--- src/common/nes_pkg.sv ---
`default_nettype none

package nes_pkg;

    typedef logic [7:0]  buttons_t;   // {A, B, SEL, START, UP, DN, L, R}
    typedef logic [3:0]  player_t;    // Low nibble of the frame's first byte
    typedef logic [15:0] cycles_t;    // Clock cycle counts
    typedef logic [7:0]  apb_addr_t;
    typedef logic [31:0] apb_data_t;

    // Write request into the button store
    typedef struct packed {
        logic     valid;
        player_t  player;
        buttons_t buttons;
    } btn_wr_t;

    typedef struct packed {
        cycles_t debounce_cycles;
        cycles_t hold_cycles;
    } timing_cfg_t;

    // Register map
    localparam apb_addr_t ADDR_CTRL         = 8'h00;  // Bit 0 enables the stream
    localparam apb_addr_t ADDR_DEBOUNCE     = 8'h04;
    localparam apb_addr_t ADDR_HOLD         = 8'h08;
    localparam apb_addr_t ADDR_BUTTONS_BASE = 8'h10;  // Player p at base + 4p

    localparam cycles_t DEBOUNCE_RESET = 16'd4;
    localparam cycles_t HOLD_RESET     = 16'd8;
    localparam logic    CTRL_RESET     = 1'b1;

    localparam logic [3:0] FRAME_SYNC = 4'hA;  // Upper nibble of first byte

endpackage : nes_pkg

`default_nettype wire

--- src/logic/line_conditioner.sv ---
`default_nettype none

module line_conditioner (
    input  logic             clk,
    input  logic             rst,
    input  logic             latch_raw,
    input  logic             pulse_raw,
    input  nes_pkg::cycles_t debounce_cycles,
    output logic             latch_c,
    output logic             pulse_c
);
    import nes_pkg::*;

    // Index 0 is latch and index 1 is pulse
    logic [1:0] sync_q1;
    logic [1:0] sync_q2;
    logic [1:0] level_q;
    cycles_t    stable_cnt [2];

    always_ff @(posedge clk) begin
        if (rst) begin
            sync_q1 <= 2'b00;
            sync_q2 <= 2'b00;
        end else begin
            sync_q1 <= {pulse_raw, latch_raw};
            sync_q2 <= sync_q1;
        end
    end

    // Commit a new level once it has held for debounce_cycles
    always_ff @(posedge clk) begin
        if (rst) begin
            level_q       <= 2'b00;
            stable_cnt[0] <= '0;
            stable_cnt[1] <= '0;
        end else begin
            for (int i = 0; i < 2; i++) begin
                if (sync_q2[i] != level_q[i]) begin
                    if (stable_cnt[i] + cycles_t'(1) >= debounce_cycles) begin
                        level_q[i]    <= sync_q2[i];
                        stable_cnt[i] <= '0;
                    end else begin
                        stable_cnt[i] <= stable_cnt[i] + cycles_t'(1);
                    end
                end else begin
                    stable_cnt[i] <= '0;  // Glitch ended early
                end
            end
        end
    end

    assign latch_c = level_q[0];
    assign pulse_c = level_q[1];

endmodule : line_conditioner

`default_nettype wire

--- src/nes_port/nes_port_shifter.sv ---
`default_nettype none

module nes_port_shifter (
    input  logic                 clk,
    input  logic                 rst,
    input  logic                 latch_c,
    input  logic                 pulse_c,
    input  nes_pkg::buttons_t    buttons,
    input  nes_pkg::timing_cfg_t timing,
    output logic                 data
);
    import nes_pkg::*;

    typedef enum logic [2:0] {
        idle,
        latched,
        shift_high,
        hold,
        shift_low
    } state_t;

    state_t     state;
    buttons_t   snapshot;
    logic [2:0] bit_idx;   // Bits already presented, minus one
    cycles_t    hold_cnt;

    always_ff @(posedge clk) begin
        if (latch_c && state == idle) begin
            snapshot <= buttons;  // Frozen for the whole read
        end
    end

    always_ff @(posedge clk) begin
        if (rst) begin
            state    <= idle;
            data     <= 1'b1;
            bit_idx  <= '0;
            hold_cnt <= '0;
        end else begin
            case (state)
                idle: begin
                    data <= 1'b1;
                    if (latch_c) begin
                        state <= latched;
                    end
                end
                latched: begin
                    if (!latch_c) begin
                        data    <= ~snapshot[7];  // A goes out first
                        bit_idx <= '0;
                        state   <= shift_low;
                    end
                end
                shift_low: begin
                    if (pulse_c) begin
                        state <= shift_high;
                    end
                end
                shift_high: begin
                    if (!pulse_c) begin
                        hold_cnt <= '0;
                        state    <= hold;
                    end
                end
                hold: begin
                    if (hold_cnt >= timing.hold_cycles) begin
                        if (bit_idx == 3'd7) begin
                            data  <= 1'b1;  // Eighth pulse done
                            state <= idle;
                        end else begin
                            data    <= ~snapshot[3'd6 - bit_idx];
                            bit_idx <= bit_idx + 3'd1;
                            state   <= shift_low;
                        end
                    end else begin
                        hold_cnt <= hold_cnt + cycles_t'(1);
                    end
                end
                default: begin
                    state <= idle;
                end
            endcase
        end
    end

    a_idle_data_high: assert property (@(posedge clk) disable iff (rst)
        state == idle |-> data)
        else $error("nes_port_shifter data low in idle");

endmodule : nes_port_shifter

`default_nettype wire

--- src/logic/frame_decoder.sv ---
`default_nettype none

module frame_decoder #(
    parameter int NUM_PORTS = 2
) (
    input  logic              clk,
    input  logic              rst,
    input  logic              stream_valid,
    input  nes_pkg::buttons_t stream_byte,
    input  logic              stream_enable,
    input  logic              dec_grant,
    output nes_pkg::btn_wr_t  dec_wr
);
    import nes_pkg::*;

    typedef enum logic {
        wait_sync,
        wait_data
    } state_t;

    state_t   state;
    player_t  frame_player;
    logic     wr_valid;
    player_t  wr_player;
    buttons_t wr_buttons;

    always_ff @(posedge clk) begin
        if (rst) begin
            state    <= wait_sync;
            wr_valid <= 1'b0;
        end else if (wr_valid) begin
            if (dec_grant) begin
                wr_valid <= 1'b0;
            end
        end else if (stream_valid) begin  // Bytes during a pending request are lost
            case (state)
                wait_sync: begin
                    if (stream_byte[7:4] == FRAME_SYNC) begin
                        state <= wait_data;
                    end
                end
                default: begin
                    state <= wait_sync;
                    if (stream_enable && frame_player < player_t'(NUM_PORTS)) begin
                        wr_valid <= 1'b1;
                    end
                end
            endcase
        end
    end

    always_ff @(posedge clk) begin
        if (!wr_valid && stream_valid) begin
            if (state == wait_sync) begin
                frame_player <= stream_byte[3:0];
            end else begin
                wr_player  <= frame_player;
                wr_buttons <= stream_byte;
            end
        end
    end

    assign dec_wr = '{valid: wr_valid, player: wr_player, buttons: wr_buttons};

    a_req_stable: assert property (@(posedge clk) disable iff (rst)
        dec_wr.valid && !dec_grant |=> $stable(dec_wr))
        else $error("frame_decoder dec_wr changed before grant");

endmodule : frame_decoder

`default_nettype wire

--- src/logic/apb_regs.sv ---
`default_nettype none

module apb_regs #(
    parameter int NUM_PORTS = 2
) (
    input  logic                 clk,
    input  logic                 rst,
    input  logic                 psel,
    input  logic                 penable,
    input  logic                 pwrite,
    input  nes_pkg::apb_addr_t   paddr,
    input  nes_pkg::apb_data_t   pwdata,
    input  logic                 apb_grant,
    input  nes_pkg::buttons_t    rd_buttons,
    output nes_pkg::apb_data_t   prdata,
    output logic                 pready,
    output logic                 pslverr,
    output nes_pkg::btn_wr_t     apb_wr,
    output nes_pkg::player_t     rd_player,
    output logic                 stream_enable,
    output nes_pkg::timing_cfg_t timing
);
    import nes_pkg::*;

    logic      setup_phase;
    logic      access_phase;
    apb_addr_t btn_offset;
    logic      btn_hit;
    logic      cfg_hit;
    logic      ctrl_en;
    cycles_t   debounce_q;
    cycles_t   hold_q;
    logic      wr_valid;
    player_t   wr_player;
    buttons_t  wr_buttons;

    assign setup_phase  = psel && !penable;
    assign access_phase = psel && penable;

    assign btn_offset = paddr - ADDR_BUTTONS_BASE;
    assign rd_player  = {2'b00, btn_offset[3:2]};
    assign btn_hit    = btn_offset[7:4] == 4'h0 && btn_offset[1:0] == 2'b00 &&
                        rd_player < player_t'(NUM_PORTS);
    assign cfg_hit    = paddr == ADDR_CTRL || paddr == ADDR_DEBOUNCE || paddr == ADDR_HOLD;

    always_ff @(posedge clk) begin
        if (rst) begin
            ctrl_en    <= CTRL_RESET;
            debounce_q <= DEBOUNCE_RESET;
            hold_q     <= HOLD_RESET;
        end else if (access_phase && pwrite) begin
            case (paddr)
                ADDR_CTRL:     ctrl_en    <= pwdata[0];
                ADDR_DEBOUNCE: debounce_q <= pwdata[15:0];
                ADDR_HOLD:     hold_q     <= pwdata[15:0];
                default:       ;
            endcase
        end
    end

    // Button write request raised during setup so the grant can land in access
    always_ff @(posedge clk) begin
        if (rst) begin
            wr_valid <= 1'b0;
        end else if (wr_valid && apb_grant) begin
            wr_valid <= 1'b0;
        end else if (setup_phase && pwrite && btn_hit) begin
            wr_valid <= 1'b1;
        end
    end

    always_ff @(posedge clk) begin
        if (setup_phase && pwrite && btn_hit) begin
            wr_player  <= rd_player;
            wr_buttons <= pwdata[7:0];
        end
    end

    assign apb_wr = '{valid: wr_valid, player: wr_player, buttons: wr_buttons};

    always_comb begin
        pready  = 1'b0;
        pslverr = 1'b0;
        if (access_phase) begin
            pready  = (btn_hit && pwrite) ? apb_grant : 1'b1;  // Stall until store grants
            pslverr = !(btn_hit || cfg_hit);
        end
    end

    always_comb begin
        prdata = '0;
        if (psel && !pwrite) begin
            case (paddr)
                ADDR_CTRL:     prdata = {31'h0, ctrl_en};
                ADDR_DEBOUNCE: prdata = {16'h0, debounce_q};
                ADDR_HOLD:     prdata = {16'h0, hold_q};
                default:       prdata = btn_hit ? {24'h0, rd_buttons} : '0;
            endcase
        end
    end

    assign stream_enable = ctrl_en;
    assign timing        = '{debounce_cycles: debounce_q, hold_cycles: hold_q};

    a_pready_in_access: assert property (@(posedge clk) disable iff (rst)
        pready |-> psel && penable)
        else $error("apb_regs pready outside access phase");

endmodule : apb_regs

`default_nettype wire

--- src/logic/button_store.sv ---
`default_nettype none

module button_store #(
    parameter int NUM_PORTS = 2
) (
    input  logic              clk,
    input  logic              rst,
    input  nes_pkg::btn_wr_t  apb_wr,
    input  nes_pkg::btn_wr_t  dec_wr,
    input  nes_pkg::player_t  rd_player,
    output logic              apb_grant,
    output logic              dec_grant,
    output nes_pkg::buttons_t rd_buttons,
    output nes_pkg::buttons_t port_buttons [NUM_PORTS]
);
    import nes_pkg::*;

    buttons_t btn_q [NUM_PORTS];
    btn_wr_t  wr_sel;

    // Fixed priority with APB ahead of the decoder
    assign apb_grant = apb_wr.valid;
    assign dec_grant = dec_wr.valid && !apb_wr.valid;
    assign wr_sel    = apb_grant ? apb_wr : dec_wr;

    always_ff @(posedge clk) begin
        if (rst) begin
            for (int p = 0; p < NUM_PORTS; p++) begin
                btn_q[p] <= '0;
            end
        end else if (wr_sel.valid) begin
            for (int p = 0; p < NUM_PORTS; p++) begin
                if (wr_sel.player == player_t'(p)) begin
                    btn_q[p] <= wr_sel.buttons;
                end
            end
        end
    end

    always_comb begin
        rd_buttons = '0;  // Out of range reads return zero
        for (int p = 0; p < NUM_PORTS; p++) begin
            if (rd_player == player_t'(p)) begin
                rd_buttons = btn_q[p];
            end
        end
    end

    assign port_buttons = btn_q;

    a_one_grant: assert property (@(posedge clk) disable iff (rst)
        !(apb_grant && dec_grant))
        else $error("button_store both grants asserted");

endmodule : button_store

`default_nettype wire

--- src/logic/nes_bridge_top.sv ---
`default_nettype none

module nes_bridge_top #(
    parameter int NUM_PORTS = 2
) (
    input  logic               clk,
    input  logic               rst,
    input  logic               stream_valid,
    input  nes_pkg::buttons_t  stream_byte,
    input  logic               psel,
    input  logic               penable,
    input  logic               pwrite,
    input  nes_pkg::apb_addr_t paddr,
    input  nes_pkg::apb_data_t pwdata,
    input  logic               latch [NUM_PORTS],
    input  logic               pulse [NUM_PORTS],
    output nes_pkg::apb_data_t prdata,
    output logic               pready,
    output logic               pslverr,
    output logic               data [NUM_PORTS]
);
    import nes_pkg::*;

    btn_wr_t     apb_wr;
    btn_wr_t     dec_wr;
    logic        apb_grant;
    logic        dec_grant;
    player_t     rd_player;
    buttons_t    rd_buttons;
    buttons_t    port_buttons [NUM_PORTS];
    logic        stream_enable;
    timing_cfg_t timing;

    frame_decoder #(.NUM_PORTS(NUM_PORTS)) frame_decoder_inst (
        .clk, .rst, .stream_valid, .stream_byte, .stream_enable, .dec_grant, .dec_wr
    );

    apb_regs #(.NUM_PORTS(NUM_PORTS)) apb_regs_inst (
        .clk, .rst, .psel, .penable, .pwrite, .paddr, .pwdata, .apb_grant, .rd_buttons,
        .prdata, .pready, .pslverr, .apb_wr, .rd_player, .stream_enable, .timing
    );

    button_store #(.NUM_PORTS(NUM_PORTS)) button_store_inst (
        .clk, .rst, .apb_wr, .dec_wr, .rd_player,
        .apb_grant, .dec_grant, .rd_buttons, .port_buttons
    );

    // One console port per player
    for (genvar g = 0; g < NUM_PORTS; g++) begin : g_port
        logic latch_c;
        logic pulse_c;

        line_conditioner line_conditioner_inst (
            .clk,
            .rst,
            .latch_raw       (latch[g]),
            .pulse_raw       (pulse[g]),
            .debounce_cycles (timing.debounce_cycles),
            .latch_c         (latch_c),
            .pulse_c         (pulse_c)
        );

        nes_port_shifter nes_port_shifter_inst (
            .clk,
            .rst,
            .latch_c (latch_c),
            .pulse_c (pulse_c),
            .buttons (port_buttons[g]),
            .timing  (timing),
            .data    (data[g])
        );
    end

endmodule : nes_bridge_top

`default_nettype wire

--- config.mk ---
export PLATFORM = sky130hd
export DESIGN_NAME = nes_bridge_top
export DESIGN_NICKNAME = d
export VERILOG_FILES = /design/src/common/nes_pkg.sv /design/src/logic/line_conditioner.sv /design/src/nes_port/nes_port_shifter.sv /design/src/logic/frame_decoder.sv /design/src/logic/apb_regs.sv /design/src/logic/button_store.sv /design/src/logic/nes_bridge_top.sv
export SDC_FILE = /design/constraint.sdc
export NUM_CORES = 1
export LEC_CHECK = 0
export BUFFER_PORTS_ARGS = -buffer_cell sky130_fd_sc_hd__buf_2
export CORE_MARGIN = 10
export CORE_UTILIZATION = 56
export DETAILED_ROUTE_END_ITERATION = 10
export GPL_ROUTABILITY_DRIVEN = 0
export PLACE_DENSITY = 0.81
export SLEW_MARGIN = 20
export SYNTH_ARGS = -nofsm -noshare
export SYNTH_HDL_FRONTEND = slang
export SYNTH_SLANG_ARGS = --single-unit
--- constraint.sdc ---
create_clock -name clk -period 9.2 [get_ports clk]
set_input_delay 1.84 -clock clk [delete_from_list [all_inputs] [get_ports clk]]
set_output_delay 1.84 -clock clk [all_outputs]
set_load 0.005 [all_outputs]
==> flow_summary.ini, run 1 <==
[synthesis]
async_reset_ff_share_pct = 0
synth_flop_cell = dfxtp_1
synth_area_leaders = edfxtp_1 26%, dfxtp_1 18%, ha_1 11%, mux2i_1 6.4%, nor2_1 4.0%
yosys-top-cells-count = 132 x nor2_1, 110 x dfxtp_1, 106 x edfxtp_1, 106 x ha_1
yosys.area.top_type = edfxtp_1
synth_cell_types = 64
syn_area_mm2 = 0.0124
yosysTopAreaCellShare_pct = 25.7
ys_seq_elements = 216
ys_seq_area_share_pct = 43.4
synthCells = 1237
syn_area_per_cell_um2 = 10.0
ys_warn_count = 0
synth.most_common_cell = nor2_1
synth_edf_count = 106

[cells_and_area]
final_area_mm2 = 0.0139
multi_input_area_mm2 = 0.00682
nets = 1514
drive_gt1_share_pct = 10.6
fill_cells = 1758
regArea_mm2 = 0.00539
diodes = 0
syn_to_final_growth_pct = 12.1
fin_cells = 1648
final_core_util_pct = 63.7

[die]
design.die.area_mm2 = 0.0285
num_rows = 54
core_area_mm2 = 0.0218
ios = 94
die_w_um = 169
die_h_um = 169
initial_core_util_pct = 56.8

[power_and_ir_drop]
power_frac_clock_pct = 45.6
p_switching_uw = 476
seqPwrFrac_pct = 48.9
power_frac_comb_pct = 5.5
p_leak_nw = 5.87
powerDensity_mw_per_mm2 = 153
intPower_mw = 1.65
netSwitchingFraction_pct = 22.4
total_power_mw = 2.13
ir_drop_v = 0.000169

[placement]
dpl_cell_area_mm2 = 0.0131
port_buffers = 61
hpwl_um = 21500
dp.cells = 1604
dp_slack_ns = 3.33

[sta]
fmax_mhz = 169
timing.final.hold_violations = 0
relSlewSlack_pct = 27.2
period_minus_slack_ns = 5.91
worstMarginPinSlew_ns = 1.08
maxSlewViolCount = 0
post-route-period-util_pct = 64.3
skew_ns = 0.0173
tns_ns = 0
rsz0062_at_grt = false
report.final.setup_viol = 0
whs_ns = 0.418
final.setup.worst_slack_ns = 3.29

[grt]
grt_first_pass_wirelength_um = 47400
grt_pass1_vias = 9329
antenna_found_initial = 1
grt_overflow_total = 0
grt_max_degree = 46
track_usage_pct = 20.1

[routing]
vias = 9497
wl_um = 29300
drt_iter0_drc = 585
drc = 0
ant_nets = 0
wl_per_cell_um = 17.8
firstDrtPassIters = 8
viasPerCell = 5.76

[worst_setup_path]
critPathBufInv = 2
regToRegSetupSlack_ns = 5.89
cp_max_fo = 10
criticalPathCategory = input port to output port
worstPathRequired_ns = 7.36
end_kind = output port
cp_slowest_cell = or4_1
crit_family = simple AND/OR/NAND/NOR gates
slowest_delay_ns = 0.59
cp.arrival_ns = 4.07
cp-start-kind = input port
rr_worst_depth = 13
cp_cell_sequence = buf_2 > or4_1 > nor3_4 > nand2_1 > a21oi_1 > nor2_1 > a21oi_1 > buf_2

[cts]
cts_tree = done
clk_pin_slew_ns = 0.06
clkLatencyLatePin_ns = 0.53
clk_path_buf_depth = 3
cts_setup_buffers = 0
cts_root_buffer = clkbuf_16
ctsHoldBuffers = 0
cts.sinks = 216
cts_buffers = 24
cts_resized = 0
htreeDepth = 1

[worst_hold_path]
min_path_cells = 0
min_from = frame_decoder_inst.frame_player[0]
min_path_type = flip-flop to flip-flop
whs_endpoint = frame_decoder_inst.wr_player[0]

[outcome]
outcome = completed

[run]
max_cap_violations = 0
-- state kept, by name, summed over array words and instances (netlist names), 6 cells and up --
name and flops:
g_port.line_conditioner_inst.stable_cnt 64, g_port.nes_port_shifter_inst.hold_cnt 32, apb_regs_inst.debounce_q 16, apb_regs_inst.hold_q 16, button_store_inst.port_buttons 16, g_port.nes_port_shifter_inst.snapshot 16
apb_regs_inst.wr_buttons 8, frame_decoder_inst.wr_buttons 8, g_port.nes_port_shifter_inst.bit_idx 6, g_port.nes_port_shifter_inst.state 6
-- kinds of logic (layout without fill, tap and decap cells) --
family,count (synthesis),in the layout,share of synthesized area (%)
simple gates,459,459,19.2
buf+inv,107,160,3.94
flops,216,216,43.4
mux,96,96,8.29
xor+xnor,62,62,4.38
other cells,2,80,0.0606
fa+ha+maj,106,106,10.7
compound gates,189,189,10.0
-- worst max-delay path by stage --
stage,from,endpoint,cells after the start
global route,paddr[1],prdata[0],8
detailed placement,paddr[1],prdata[0],8
floorplan,paddr[1],prdata[0],6
global placement,paddr[1],prdata[0],8
finish,paddr[1],prdata[0],8
CTS,paddr[1],prdata[0],8
-- layer usage --
layer,track usage [%],up-vias,share of wire [%]
met5,0,-,0.044
met4,7.65,2,3.9
met1,24.9,4542,42
li1,-,4608,-
met3,3.52,67,5.4
met2,34.4,278,49
-- worst reg2reg max path: cells and delay by family (launching register included) --
kind	cells	cell delay, ns
AO/OA/AOI/OAI	5	0.96
XOR/XNOR	1	0.23
adder cells (fa/ha/maj)	1	0.29
buffers and inverters	1	0.30
flip-flops	1	0.44
AND/OR/NAND/NOR	5	0.95
-- layout make-up --
class | instances | share of cell area (%)
multi-input combinational | 992 | 49.1
clock buffer | 32 | 4.91
inverter | 47 | 1.27
tap | 280 | 2.52
clock inverter | 12 | 0.873
sequential | 216 | 38.7
timing repair buffer | 69 | 2.63
-- power groups by stage --
stage | sequential (mW) | combinational (mW) | clock [mW]
floorplan | 1.06 | 0.0879 | 0
detailed placement | 1.06 | 0.112 | 0
global route | 1.04 | 0.131 | 1.02
global placement | 1.06 | 0.108 | 0
finish | 1.04 | 0.116 | 0.971
CTS | 1.04 | 0.114 | 0.985
-- layout by cell type (no fill, tap or decap), drive strengths merged, types with 13 or more instances in the layout --
cell type  instances
clkbuf            32
xor2              26
nand4             35
edfxtp           106
o21ai             24
nor2             132
mux2i             79
nand3             43
buf               69
nor2b             76
nor3              15
a21o              31
conb              80
ha               106
xnor2             36
nand2             79
or3               13
mux2              13
inv               47
dfxtp            110
a21oi             65
Note: power is estimated with default switching activity, not from simulation.
==> run 2: changes to the inputs <==
--- a/config.mk
+++ b/config.mk
@@ -5,12 +5,13 @@
 export SDC_FILE = /design/constraint.sdc
 export NUM_CORES = 1
 export LEC_CHECK = 0
+export ABC_AREA = 1
 export BUFFER_PORTS_ARGS = -buffer_cell sky130_fd_sc_hd__buf_2
 export CORE_MARGIN = 10
 export CORE_UTILIZATION = 56
 export DETAILED_ROUTE_END_ITERATION = 10
 export GPL_ROUTABILITY_DRIVEN = 0
-export PLACE_DENSITY = 0.81
+export PLACE_DENSITY = 0.84
 export SLEW_MARGIN = 20
 export SYNTH_ARGS = -nofsm -noshare
 export SYNTH_HDL_FRONTEND = slang
==> constraint.sdc (replaced) <==
create_clock -name clk -period 4.9 [get_ports clk]
set_input_delay 0.98 -clock clk [delete_from_list [all_inputs] [get_ports clk]]
set_output_delay 0.98 -clock clk [all_outputs]
set_load 0.005 [all_outputs]
==> run 2 against run 1 <==
Clock-buffer cell count increased by 6. First-iteration DRC count increased by 88%. Sequential cell count unchanged. Sequential power increased by 98%. Global-route usage increased by 0.21 points. Critical endpoint is now prdata[12].
==> flow_summary.ini, run 2 <==
[worst_setup_path]
cp_cell_sequence = buf_2 > inv_1 > nand2_1 > nor3_1 > nand2_1 > a21oi_1 > buf_2
criticalPathCategory = input port to output port
slowest_delay_ns = 0.67
cp_slowest_cell = nor3_1
crit_family = simple AND/OR/NAND/NOR gates
cp_max_fo = 15
critPathBufInv = 3
end_kind = output port
worstPathRequired_ns = 3.92
cp.arrival_ns = 2.86
cp-start-kind = input port

[synthesis]
ys_warn_count = 0
syn_area_mm2 = 0.0133
muxShareOfSynthArea_pct = 0
ys_seq_elements = 216
async_reset_ff_share_pct = 0
synth_xor_xnor_area_share_pct = 3.69
synth_compound_area_share_pct = 11.0
synth-simple-area-share_pct = 25.3
yosys.area.top_type = edfxtp_1
synth_cell_types = 55
synth_flop_cell = dfxtp_1
synth_top_family_by_area = simple AND/OR/NAND/NOR gates
synth.most_common_cell = nand2_1
syn_area_per_cell_um2 = 7.93
synth_area_leaders = edfxtp_1 24%, dfxtp_1 17%, ha_1 10%, nand2_1 8.7%, inv_1 6.6%
yosys.area_share.adder_pct = 9.98
synthCells = 1676
ys_seq_area_share_pct = 40.5
yosys-top-cells-count = 309 x nand2_1, 232 x inv_1, 174 x nor2_1, 141 x a21oi_1, 110 x dfxtp_1
yosysTopAreaCellShare_pct = 24.0
synth_edf_count = 106

[routing]
vias = 11514
drt_iter0_drc = 1098
drc = 0
firstDrtPassIters = 5
wl_um = 32100
ant_nets = 0
viasPerCell = 5.42
wl_per_cell_um = 15.1

[power_and_ir_drop]
powerDensity_mw_per_mm2 = 312
ir_drop_v = 0.000332
p_leak_nw = 6.32
total_power_mw = 4.61

[grt]
grt_max_degree = 42
grt_overflow_total = 0
grt_first_pass_wirelength_um = 51900
track_usage_pct = 20.4
grt_pass1_vias = 10952
antenna_found_initial = 0

[sta]
maxSlewViolCount = 0
rsz0062_at_grt = false
fmax_mhz = 261
tns_ns = 0
timing.final.hold_violations = 0
final.setup.worst_slack_ns = 1.06
whs_ns = 0.409
period_minus_slack_ns = 3.84
relSlewSlack_pct = 36.0
report.final.setup_viol = 0
skew_ns = 0.0239
post-route-period-util_pct = 78.3
worstMarginPinSlew_ns = 0.957

[placement]
dp_slack_ns = 1.14
dp.cells = 2082
dpl_cell_area_mm2 = 0.0140
hpwl_um = 23900
port_buffers = 61

[worst_hold_path]
min_path_type = flip-flop to flip-flop

[outcome]
outcome = completed

[cts]
clk_pin_slew_ns = 0.06
clkLatencyLatePin_ns = 0.54
cts.sinks = 216
cts_setup_buffers = 0
ctsHoldBuffers = 0
cts_tree = done
cts_resized = 0
cts_root_buffer = clkbuf_16
cts_buffers = 24
htreeDepth = 1
clk_path_buf_depth = 3

[cells_and_area]
diodes = 0
nets = 1953
final_area_mm2 = 0.0148
top_register = g_port.line_conditioner_inst.stable_cnt
syn_to_final_growth_pct = 11.2
final_core_util_pct = 63.2
final_cell_mix = 309 x nand2_1, 232 x inv_1, 173 x nor2_1
fin_cells = 2126
drive_gt1_share_pct = 9.85
top_regs = g_port.line_conditioner_inst.stable_cnt x64, g_port.nes_port_shifter_inst.hold_cnt x32
layout_commonest_cell = nand2_1
largest_reg_flops = 64

[die]
die_w_um = 174
design.die.area_mm2 = 0.0303
initial_core_util_pct = 56.8
die_h_um = 174
ios = 94
num_rows = 56
core_area_mm2 = 0.0234

[run]
max_cap_violations = 0
-- run 2: cell type report --
| cell class | instances | area (um^2) |
|---|---|---|
| fill | 1974 | 8620 |
| multi-input combinational | 1241 | 6950 |
| sequential | 216 | 5390 |
| inverter | 240 | 901 |
| clock buffer | 38 | 736 |
| tap | 319 | 399 |
| timing repair buffer | 66 | 343 |
| clock inverter | 6 | 68.8 |
-- run 2: worst paths after layout --
check,startpoint,end,slack [ns],depth (start not counted)
max,paddr[3],prdata[12],1.06,7
min,g_port[1].line_conditioner_inst.sync_q1[1],g_port[1].line_conditioner_inst.sync_q2[1],0.41,2
max reg2reg,flip-flop,flip-flop,1.29,14
min reg2reg,g_port[1].line_conditioner_inst.sync_q1[1],g_port[1].line_conditioner_inst.sync_q2[1],0.41,2
-- run 2: tightest hold or removal path, delay by kind of cell, from the launching register on --
family	cells	cell delay, ns
buffers and inverters	1	0.04
and+or+nand+nor	1	0.03
DFF	1	0.29
-- run 2: per-layer routing --
metal / routed length [um] / up-vias / GRT usage [%]
met5: 0 / - / 0
met1: 12900 / 5290 / 24.0
met2: 15500 / 421 / 35.0
li1: - / 5712 / -
met4: 1290 / 0 / 8.69
met3: 2510 / 91 / 4.51
-- run 2: power breakdown --
group	total, mW	switching, mW	internal, mW
clock network	1.83	0.742	1.08
registers	2.06	0.0770	1.99
logic	0.718	0.483	0.234
total	4.61	1.30	3.30
-- run 2: logic make-up after synthesis --
logic type,Yosys count
and+or+nand+nor,731
buffers and inverters,297
xor gates and xnor gates,56
AOI/OAI and AO/OA,268
other,2
DFF,216
adders and majority gates,106
